===== config.mk =====
export PLATFORM = sky130hd
export DESIGN_NAME = rename_core
export DESIGN_NICKNAME = d
export VERILOG_FILES = /design/src/ooo_pkg.sv /design/src/rename_core.sv /design/src/rename_ctrl.sv /design/src/rob.sv /design/src/rat.sv
export SDC_FILE = /design/constraint.sdc
export NUM_CORES = 2
export LEC_CHECK = 0
export BUFFER_PORTS_ARGS = -buffer_cell sky130_fd_sc_hd__buf_4
export CORE_MARGIN = 2
export CORE_UTILIZATION = 60
export DETAILED_ROUTE_END_ITERATION = 6
export GPL_TIMING_DRIVEN = 1
export PLACE_DENSITY = 0.76
export SLEW_MARGIN = 20
export SYNTH_ARGS = -nofsm -noshare
export SYNTH_HDL_FRONTEND = slang
export SYNTH_HIERARCHICAL = 1
export SYNTH_SLANG_ARGS = --single-unit
export TNS_END_PERCENT = 5

===== constraint.sdc =====
create_clock -name clk -period 10.22 [get_ports clk]
set_input_delay 2.044 -clock clk [delete_from_list [all_inputs] [get_ports clk]]
set_output_delay 2.044 -clock clk [all_outputs]
set_load 0.02 [all_outputs]

===== src/ooo_pkg.sv =====
// fixed to a 32-bit word and a 32-entry register file; ROB size is a module parameter, not here
package ooo_pkg;

  // data word width
  parameter int xlen = 32;

  // architectural integer registers
  parameter int nregs = 32;

  // bits needed to index a register
  parameter int regw = $clog2(nregs);

  // architectural register index
  typedef logic [regw-1:0] reg_idx_t;

  // writeback destination; msb set means the instruction writes no register
  typedef logic [regw:0] wb_rd_t;

  // data word, also carries a zero-extended ROB tag
  typedef logic [xlen-1:0] word_t;

endpackage

===== src/rename_core.sv =====
// rob_depth must be a power of two of at least 2; writebacks are single-cycle pulses without ready
`timescale 1ns/1ns

module rename_core
  import ooo_pkg::*;
#(
  parameter int rob_depth = 16,
  localparam int tagw = $clog2(rob_depth)
) (
  input  logic            clk,
  input  logic            rst_n,

  // instruction input
  input  logic            in_valid,
  output logic            in_ready,
  input  reg_idx_t        in_rs1,
  input  reg_idx_t        in_rs2,
  input  reg_idx_t        in_rd,
  input  logic            in_has_rd,

  // dispatch output
  output logic            disp_valid,
  input  logic            disp_ready,
  output logic [tagw-1:0] disp_robid,
  output logic            disp_rs1_valid,
  output word_t           disp_rs1_tagval,
  output logic            disp_rs2_valid,
  output word_t           disp_rs2_tagval,

  // writeback from execution
  input  logic            wb_valid,
  input  logic            wb_error,
  input  logic [tagw-1:0] wb_robid,
  input  wb_rd_t          wb_rd,
  input  word_t           wb_result,

  // retirement
  output logic            ret_valid,
  output logic [tagw-1:0] ret_robid,
  output reg_idx_t        ret_rd,
  output word_t           ret_result,
  output logic            flush
);

  // rename lookup
  logic            rename_alloc;
  reg_idx_t        rename_rs1;
  reg_idx_t        rename_rs2;
  reg_idx_t        rename_rd;
  logic [tagw-1:0] rename_robid;
  logic            rat_rs1_valid;
  word_t           rat_rs1_tagval;
  logic            rat_rs2_valid;
  word_t           rat_rs2_tagval;

  // ROB allocation and head
  logic            alloc;
  reg_idx_t        alloc_rd;
  logic            alloc_has_rd;
  logic [tagw-1:0] tail_robid;
  logic            full;
  logic            retire;
  logic            head_valid;
  reg_idx_t        head_rd;
  logic            head_has_rd;
  logic            head_error;
  word_t           head_result;

  // commit into the RAT
  logic            rob_ret_commit;
  reg_idx_t        rob_ret_rd;
  word_t           rob_ret_result;

  rename_ctrl #(.rob_depth(rob_depth)) u_ctrl (.*);

  rat #(.rob_depth(rob_depth)) u_rat (
    .rob_flush (flush),
    .*
  );

  rob #(.rob_depth(rob_depth)) u_rob (.*);

endmodule


===== src/rename_ctrl.sv =====
// one accept and one retire per cycle; an error at the ROB head blocks intake until the flush pulse
`timescale 1ns/1ns

module rename_ctrl
  import ooo_pkg::*;
#(
  parameter int rob_depth = 16,
  localparam int tagw = $clog2(rob_depth)
) (
  input  logic            clk,
  input  logic            rst_n,
  input  logic            in_valid,
  output logic            in_ready,
  input  reg_idx_t        in_rs1,
  input  reg_idx_t        in_rs2,
  input  reg_idx_t        in_rd,
  input  logic            in_has_rd,
  output logic            rename_alloc,
  output reg_idx_t        rename_rs1,
  output reg_idx_t        rename_rs2,
  output reg_idx_t        rename_rd,
  output logic [tagw-1:0] rename_robid,
  input  logic            rat_rs1_valid,
  input  word_t           rat_rs1_tagval,
  input  logic            rat_rs2_valid,
  input  word_t           rat_rs2_tagval,
  output logic            alloc,
  output reg_idx_t        alloc_rd,
  output logic            alloc_has_rd,
  input  logic            full,
  input  logic [tagw-1:0] tail_robid,
  output logic            disp_valid,
  input  logic            disp_ready,
  output logic [tagw-1:0] disp_robid,
  output logic            disp_rs1_valid,
  output word_t           disp_rs1_tagval,
  output logic            disp_rs2_valid,
  output word_t           disp_rs2_tagval,
  input  logic            head_valid,
  input  reg_idx_t        head_rd,
  input  logic            head_has_rd,
  input  logic            head_error,
  input  word_t           head_result,
  output logic            retire,
  output logic            rob_ret_commit,
  output reg_idx_t        rob_ret_rd,
  output word_t           rob_ret_result,
  output logic            ret_valid,
  output logic [tagw-1:0] ret_robid,
  output reg_idx_t        ret_rd,
  output word_t           ret_result,
  output logic            flush
);

  logic            accept;
  logic            err_at_head;
  logic [tagw-1:0] head_robid;

  // error waiting at the head counts as a flush in progress
  assign err_at_head = head_valid && head_error;
  // no intake while in reset
  assign in_ready    = rst_n && !full && !flush && !err_at_head &&
                       (!disp_valid || disp_ready);
  assign accept      = in_valid && in_ready;

  assign rename_rs1   = in_rs1;
  assign rename_rs2   = in_rs2;
  assign rename_rd    = in_rd;
  assign rename_robid = tail_robid;
  // r0 never gets an alias
  assign rename_alloc = accept && in_has_rd && (in_rd != '0);

  assign alloc        = accept;
  assign alloc_rd     = in_rd;
  assign alloc_has_rd = in_has_rd;

  always_ff @(posedge clk) begin
    if (!rst_n || flush) begin
      disp_valid <= 1'b0;
    end else if (accept) begin
      disp_valid <= 1'b1;
    end else if (disp_ready) begin
      disp_valid <= 1'b0;
    end
  end

  // operands sampled with forwarding at the accepting edge
  always_ff @(posedge clk) begin
    if (accept) begin
      disp_robid      <= tail_robid;
      disp_rs1_valid  <= rat_rs1_valid;
      disp_rs1_tagval <= rat_rs1_tagval;
      disp_rs2_valid  <= rat_rs2_valid;
      disp_rs2_tagval <= rat_rs2_tagval;
    end
  end

  // good entries pop; error entry stays until the flush clears the ROB
  assign retire         = head_valid && !head_error && !flush;
  assign rob_ret_commit = retire && head_has_rd;
  assign rob_ret_rd     = head_rd;
  assign rob_ret_result = head_result;

  always_ff @(posedge clk) begin
    if (!rst_n) begin
      flush      <= 1'b0;
      ret_valid  <= 1'b0;
      head_robid <= '0;
    end else begin
      flush     <= err_at_head && !flush;
      ret_valid <= retire;
      if (flush) begin
        head_robid <= '0;
      end else if (retire) begin
        head_robid <= head_robid + 1'b1;
      end
    end
  end

  always_ff @(posedge clk) begin
    if (retire) begin
      ret_robid  <= head_robid;
      ret_rd     <= head_rd;
      ret_result <= head_result;
    end
  end

endmodule


===== src/rob.sv =====
// rob_depth must be a power of two of at least 2; writebacks are expected only for live entries
`timescale 1ns/1ns

module rob
  import ooo_pkg::*;
#(
  parameter int rob_depth = 16,
  localparam int tagw = $clog2(rob_depth)
) (
  input  logic            clk,
  input  logic            rst_n,
  input  logic            flush,

  // allocation at the tail
  input  logic            alloc,
  input  reg_idx_t        alloc_rd,
  input  logic            alloc_has_rd,
  output logic [tagw-1:0] tail_robid,
  output logic            full,

  // completion
  input  logic            wb_valid,
  input  logic            wb_error,
  input  logic [tagw-1:0] wb_robid,
  input  word_t           wb_result,

  // head entry
  input  logic            retire,
  output logic            head_valid,
  output reg_idx_t        head_rd,
  output logic            head_has_rd,
  output logic            head_error,
  output word_t           head_result
);

  logic [tagw-1:0] head_q;
  logic [tagw-1:0] tail_q;
  logic [tagw:0]   count_q;
  logic [rob_depth-1:0] done_q;

  // entry payload
  reg_idx_t             rd_q [rob_depth];
  logic [rob_depth-1:0] has_rd_q;
  logic [rob_depth-1:0] error_q;
  word_t                result_q [rob_depth];

  assign tail_robid = tail_q;
  assign full       = (count_q == (tagw + 1)'(rob_depth));

  // head may leave once its result is in
  assign head_valid  = (count_q != '0) && done_q[head_q];
  assign head_rd     = rd_q[head_q];
  assign head_has_rd = has_rd_q[head_q];
  assign head_error  = error_q[head_q];
  assign head_result = result_q[head_q];

  always_ff @(posedge clk) begin
    if (!rst_n || flush) begin
      head_q  <= '0;
      tail_q  <= '0;
      count_q <= '0;
    end else begin
      if (alloc) begin
        tail_q <= tail_q + 1'b1;
      end
      if (retire) begin
        head_q <= head_q + 1'b1;
      end
      case ({alloc, retire})
        2'b10:   count_q <= count_q + 1'b1;
        2'b01:   count_q <= count_q - 1'b1;
        default: count_q <= count_q;
      endcase
    end
  end

  // a fresh entry starts not done; a flushed slot is cleared when reused
  always_ff @(posedge clk) begin
    if (!rst_n) begin
      done_q <= '0;
    end else begin
      if (alloc) begin
        done_q[tail_q] <= 1'b0;
      end
      if (wb_valid) begin
        done_q[wb_robid] <= 1'b1;
      end
    end
  end

  always_ff @(posedge clk) begin
    if (alloc) begin
      rd_q[tail_q]     <= alloc_rd;
      has_rd_q[tail_q] <= alloc_has_rd;
    end
    // stale results are still recorded, the entry must complete
    if (wb_valid) begin
      result_q[wb_robid] <= wb_result;
      error_q[wb_robid]  <= wb_error;
    end
  end

endmodule


===== src/rat.sv =====
// rob_depth must be a power of two; a late writeback from a flushed instruction must not hit a live tag
`timescale 1ns/1ns

module rat
  import ooo_pkg::*;
#(
  parameter int rob_depth = 16,
  localparam int tagw = $clog2(rob_depth)
) (
  input  logic            clk,
  input  logic            rst_n,
  input  logic            rob_flush,

  // rename lookup and allocation
  input  reg_idx_t        rename_rs1,
  input  reg_idx_t        rename_rs2,
  input  logic            rename_alloc,
  input  reg_idx_t        rename_rd,
  input  logic [tagw-1:0] rename_robid,
  output logic            rat_rs1_valid,
  output word_t           rat_rs1_tagval,
  output logic            rat_rs2_valid,
  output word_t           rat_rs2_tagval,

  // writeback
  input  logic            wb_valid,
  input  logic            wb_error,
  input  logic [tagw-1:0] wb_robid,
  input  wb_rd_t          wb_rd,
  input  word_t           wb_result,

  // retire commit
  input  logic            rob_ret_commit,
  input  reg_idx_t        rob_ret_rd,
  input  word_t           rob_ret_result
);

  // per register state
  logic [nregs-1:0] valid_q;
  logic [nregs-1:0] committed_q;
  logic [tagw-1:0]  tag_q [nregs];
  word_t            spec_q [nregs];
  word_t            comm_q [nregs];

  reg_idx_t wb_idx;
  logic     wb_write;
  logic     alloc_conflict;

  assign wb_idx = wb_rd[regw-1:0];

  // only the newest alias still in flight takes the value
  assign wb_write = wb_valid && !wb_error && !wb_rd[regw] && !valid_q[wb_idx] &&
                    (tag_q[wb_idx] == wb_robid);

  // new alias for the same register in this cycle beats the writeback
  assign alloc_conflict = rename_alloc && (rename_rd == wb_idx);

  always_ff @(posedge clk) begin
    if (!rst_n || rob_flush) begin
      valid_q     <= '1;
      committed_q <= '1;
    end else begin
      if (wb_write && !alloc_conflict) begin
        valid_q[wb_idx] <= 1'b1;
      end
      if (rename_alloc) begin
        valid_q[rename_rd]     <= 1'b0;
        committed_q[rename_rd] <= 1'b0;
      end
    end
  end

  always_ff @(posedge clk) begin
    if (rename_alloc) begin
      tag_q[rename_rd] <= rename_robid;
    end
  end

  always_ff @(posedge clk) begin
    if (wb_write) begin
      spec_q[wb_idx] <= wb_result;
    end
  end

  // committed copy starts at zero and follows retirement
  always_ff @(posedge clk) begin
    if (!rst_n) begin
      for (int i = 0; i < nregs; i++) begin
        comm_q[i] <= '0;
      end
    end else if (rob_ret_commit) begin
      comm_q[rob_ret_rd] <= rob_ret_result;
    end
  end

  function automatic logic fwd_hit(input reg_idx_t rs);
    return wb_write && (wb_idx == rs);
  endfunction

  function automatic logic src_valid(input reg_idx_t rs);
    return (rs == '0) || fwd_hit(rs) || valid_q[rs];
  endfunction

  // priority: r0, forwarded result, committed, speculative, then producer tag
  function automatic word_t src_tagval(input reg_idx_t rs);
    word_t tv;
    if (rs == '0) begin
      tv = '0;
    end else if (fwd_hit(rs)) begin
      tv = wb_result;
    end else if (committed_q[rs]) begin
      tv = comm_q[rs];
    end else if (valid_q[rs]) begin
      tv = spec_q[rs];
    end else begin
      tv = word_t'(tag_q[rs]);
    end
    return tv;
  endfunction

  always_comb begin
    rat_rs1_valid  = src_valid(rename_rs1);
    rat_rs1_tagval = src_tagval(rename_rs1);
    rat_rs2_valid  = src_valid(rename_rs2);
    rat_rs2_tagval = src_tagval(rename_rs2);
  end

endmodule


==> results.txt <==
- For this run, the total global-route usage over all layers was measured as 37.9%.
* Post-synthesis cell count: 8061
- At the end of routability-driven placement, the weighted congestion stood at 0.975.
* Clock buffers created by TritonCTS: 322
- Input and output buffers added on the ports amount to 178.
- DRC errors left: 0
* Setup repair bufs after CTS: 0
* Main flop type after synthesis: sky130_fd_sc_hd__edfxtp_1
- The routed layout has 86700 vias.
- Start point of the critical path: wb_rd[1]
- Cell type with the highest aggregate area in the netlist: sky130_fd_sc_hd__edfxtp_1
- Compared with the post-synthesis result, the final layout area differs by 10.4%.
- Share of total power in sequential cells: 50.6%
- Unrepaired setup endpoints after global routing: false
- Max-slew violations: 0
- Worst IR drop on VDD: 0.139 mV
- Between clock sinks in the finished design, the worst skew comes to 0.0753 ns.
- The die is 493 um wide.
* Clock tree from TritonCTS: done
* Number of nets in the synthesized netlist: 8134
* Top-area cell type share of the netlist area: 61.0%
- The flow ran to the end, and the final reports show no timing, DRC or antenna violations.
- In this run the most critical hold path is launched from u_rat/committed_q[2].
- Of all nets on the critical path, the largest fanout is 47.
* Share of the cycle needed by the critical path after routing: 69.7%
- The die covers 243000 um2.
- Data required time of the worst path: 10.86 ns
* Number of cells on the worst hold path: 1
* Wirelength per Cell: 40.2 um
- Static timing analysis puts the maximum clock frequency at 0.140 GHz.
- The path class of the tightest hold or removal check is register to register.
- Remaining number of nets flagged by the antenna check after routing: 0
- Area of combinational cells with multiple inputs: 51000 um2
- Number of max-cap violations: 0
* Summed instance area of the synthesized netlist: 143000 um2
* Setup TNS: 0 ns
- Maximum number of buffers from clock root to sink: 4
* Number of global-route vias before repair: 86700
* Count of nets after finishing: 8099
* Pre-CTS worst setup slack: 2.33 ns
- Num rows: 179
* Relative slew slack: 11.8%
* Cell with the biggest individual delay on the critical path: sky130_fd_sc_hd__nor2_4
- The clock network accounts for 41.3% of the total power.
* Static leakage: 52.6 nW
* Register area: 89500 um2
* Number of antenna violations at the first check in global routing: 38
- The worst register-to-register path begins at u_rat/tag_q[11][3].
- Flip-flop and latch count after synthesis: 3015
* Final count of negative-setup-slack endpoints: 0
- Total overflow reported by the global router: 0
- The layout has 15200 filler cells.
* Worst Reg-to-Reg Cells: 9
- The number of different library cells used by synthesis comes to 78.
* Die Height: 493 um
- The core region is 238000 um2.
- Global-route wire length before repair: 644 mm
* H-tree depth reported by CTS: 5
- The critical path crosses 11 cells after its start point.
- For this run, the register share of the synthesized area comes to 62.5%.
* Post_cts resized: 0
* Mean number of vias per cell: 7.57
- Worst EP arrival: 7.76 ns
* Count of flip-flops with a built-in enable after synthesis: 2911
- For hold timing, the worst endpoint is u_rat/committed_q[2].
- Together, buffers and inverters on the worst path number 3.
- In this run the clock root is driven by a sky130_fd_sc_hd__clkbuf_16.
- The first TritonRoute pass finished after 6 iterations.
* Mean Syn Cell Area: 17.8 um2
- Setup slack on the worst reg-to-reg path comes out at 4.78 ns.
* Cell breakdown of the critical path: buf_4 -> buf_4 -> mux4_2 -> and2_1 -> a221oi_1 -> and4_1 -> o22ai_1 -> or3_2 -> or3_1 -> nor2_4 -> buf_4
* Fraction of final layout cells with drive strength greater than 1: 29.5%
- The number of hold-slack violations in the final timing report was 0.
- Switching Fraction: 22.9%
* Boundary Pins: 179
- Summed over all nets, the switching power comes to 6.27 mW.
- Most frequent cell on the critical path: sky130_fd_sc_hd__buf_4
* Yosys Warn Count: 6
- Maximum number of pins on one net before global-route repair: 127
- Slew at the pin closest to its max-slew limit: 1.31 ns
* Setup slack after layout: 3.10 ns
* Top delay family on crit path: simple AND/OR/NAND/NOR gates
- Pwr per Cell Area: 173 nW/um2
- Pint: 21.1 mW
* Capturing element type of the critical path: register
- Main area contributors after synthesis: sky130_fd_sc_hd__edfxtp_1 (61%), sky130_fd_sc_hd__mux4_2 (22%), sky130_fd_sc_hd__and2_1 (4.5%)
- Number of DRC markers in iteration 0: 14700
- After clock tree synthesis, the clock-pin slew on the worst setup and hold paths is 0.06 ns.
- Counting flops with an async set or reset pin after synthesis yields a share of 0%.
- Worst reg2reg path endpoint: u_rat/spec_q[16][14]
- Counting I/O delays and the setup requirement, the final critical path takes 7.12 ns.
- Part of the total power dissipated in combinational logic: 8.1%
* Largest incremental delay on the critical path: 1.00 ns
- Count of hold-fix buffers inserted at cts: 0
- The later pin in the worst-skew pair is clocked with a latency of 0.98 ns.
- STA classifies the critical path startpoint as a primary input.
* Initial Util: 60.3%
* Worst setup path category: primary input to register
- After legalization and detailed placement, the total HPWL measured 265 mm.
* Clock sinks: 3015
- Final routed wirelength across all metal layers: 460 mm
-- metrics by stage --
step                      hold slack, ns  total power [mW]  cell area [um2]  util [%]  cells
after floorplan                    0.425              15.4           143000         -   8061
after global placement             0.444              16.2           148000      62.3  10900
after detailed placement           0.453              16.2           148000      62.3  10900
after CTS                          0.462              27.4           158000      66.5  11400
after global routing               0.471              27.9           158000      66.5  11400
final                              0.470              27.4           158000      66.6  11400
-- per-layer routing --
metal	vias to the layer above	wire length [um]	global-route usage, %
met5	-	110	0
met2	7870	210000	57.2
met4	16	29000	20.0
met1	44500	151000	50.1
met3	1571	70100	11.8
li1	32700	-	-
-- kinds of logic (layout without fill, tap and decap cells) --
logic type	after synthesis	in the layout	synth area share [%]
multiplexers	1780	1780	24.5
AO/OA/AOI/OAI	753	753	3.63
buffers and inverters	824	1018	2.53
XOR/XNOR	26	26	0.159
AND/OR/NAND/NOR	1654	1654	6.56
flip-flops	3015	3015	62.5
adder cells (fa/ha/maj)	9	9	0.0786
other	0	25	0
-- cells in the final DEF (no fill, tap or decap), types with 12 or more instances in the layout --
cell type / instances
sky130_fd_sc_hd__inv_1: 53
sky130_fd_sc_hd__xor2_1: 17
sky130_fd_sc_hd__nand3_1: 20
sky130_fd_sc_hd__mux2_2: 63
sky130_fd_sc_hd__edfxtp_1: 2911
sky130_fd_sc_hd__a22oi_1: 152
sky130_fd_sc_hd__o211ai_1: 61
sky130_fd_sc_hd__mux4_2: 1376
sky130_fd_sc_hd__nor2_2: 26
sky130_fd_sc_hd__dfxtp_1: 102
sky130_fd_sc_hd__nor2b_1: 33
sky130_fd_sc_hd__nor2_4: 52
sky130_fd_sc_hd__diode_2: 25
sky130_fd_sc_hd__a31oi_1: 33
sky130_fd_sc_hd__o211a_1: 29
sky130_fd_sc_hd__clkbuf_1: 65
sky130_fd_sc_hd__a211oi_1: 12
sky130_fd_sc_hd__nand2b_1: 26
sky130_fd_sc_hd__nor3_1: 23
sky130_fd_sc_hd__a221oi_1: 57
sky130_fd_sc_hd__nand2_1: 172
sky130_fd_sc_hd__buf_4: 380
sky130_fd_sc_hd__clkbuf_16: 331
sky130_fd_sc_hd__bufinv_16: 24
sky130_fd_sc_hd__o21ai_0: 93
sky130_fd_sc_hd__a21oi_1: 121
sky130_fd_sc_hd__nor2_1: 160
sky130_fd_sc_hd__mux2i_1: 337
sky130_fd_sc_hd__clkinv_1: 64
sky130_fd_sc_hd__clkinv_2: 48
sky130_fd_sc_hd__o22ai_1: 45
sky130_fd_sc_hd__a21o_1: 32
sky130_fd_sc_hd__and2_1: 1035
sky130_fd_sc_hd__o21ai_4: 32
sky130_fd_sc_hd__a221o_1: 32
sky130_fd_sc_hd__buf_12: 20
-- Yosys cell counts, drive strengths merged, types with 21 or more instances --
cell type  instances
o211a             29
nor2b             36
nor3              33
nand2            182
nand3             21
clkbuf           438
o22ai             45
mux2              64
nor2             238
inv               54
a22oi            152
mux4            1379
nand2b            28
a221o             32
dfxtp            104
o21ai            127
buf              331
a31oi             33
edfxtp          2911
a221oi            57
o211ai            61
mux2i            337
a21oi            121
and2            1037
a21o              32
-- how the worst max path moves through the flow --
stage / to
after CTS: u_rat/spec_q[16][14]
after global routing: u_rat/spec_q[16][15]
after floorplan: u_rob/count_q[4]
after detailed placement: u_rat/spec_q[16][14]
after global placement: u_rat/spec_q[24][27]
final: u_rat/spec_q[16][14]
-- power groups by stage --
| stage | logic, mW | registers, mW | clock network [mW] |
|---|---|---|---|
| 2_1_floorplan | 1.27 | 14.1 | 0 |
| 3_3_place_gp | 2.11 | 14.1 | 0 |
| 3_5_place_dp | 2.14 | 14.1 | 0 |
| 4_1_cts | 2.14 | 13.9 | 11.4 |
| 5_1_grt | 2.26 | 13.9 | 11.8 |
| 6_report | 2.22 | 13.9 | 11.3 |
-- worst reg2reg max path, cell delays in order (launching register included) --
cell and delay, ns:
sky130_fd_sc_hd__edfxtp_1 0.47, sky130_fd_sc_hd__mux4_2 0.50, sky130_fd_sc_hd__and2_1 0.17, sky130_fd_sc_hd__a221oi_1 0.32, sky130_fd_sc_hd__and4_1 0.27, sky130_fd_sc_hd__o22ai_1 0.14, sky130_fd_sc_hd__or3_2 0.95, sky130_fd_sc_hd__or3_1 0.85
sky130_fd_sc_hd__nor2_4 1.01, sky130_fd_sc_hd__buf_4 0.41
-- area by class of cell --
type	count	share of cell area [%]
Inverter	55	0.136
Antenna cell	25	0.0396
Clock buffer	401	5.44
Sequential cell	3015	56.6
Timing Repair Buffer	410	2.17
Multi-Input combinational cell	4222	32.3
Clock inverter	152	0.856
Tap cell	3167	2.51
-- registers in the layout (all words and copies together), names as in the netlist, 80 cells and up, named ones only --
register / cells
u_rat/spec_q: 1024
u_rob/rd_q: 80
u_rob/result_q: 512
u_rat/tag_q: 128
u_rat/comm_q: 1024
Power figures use the tool's default switching activity.
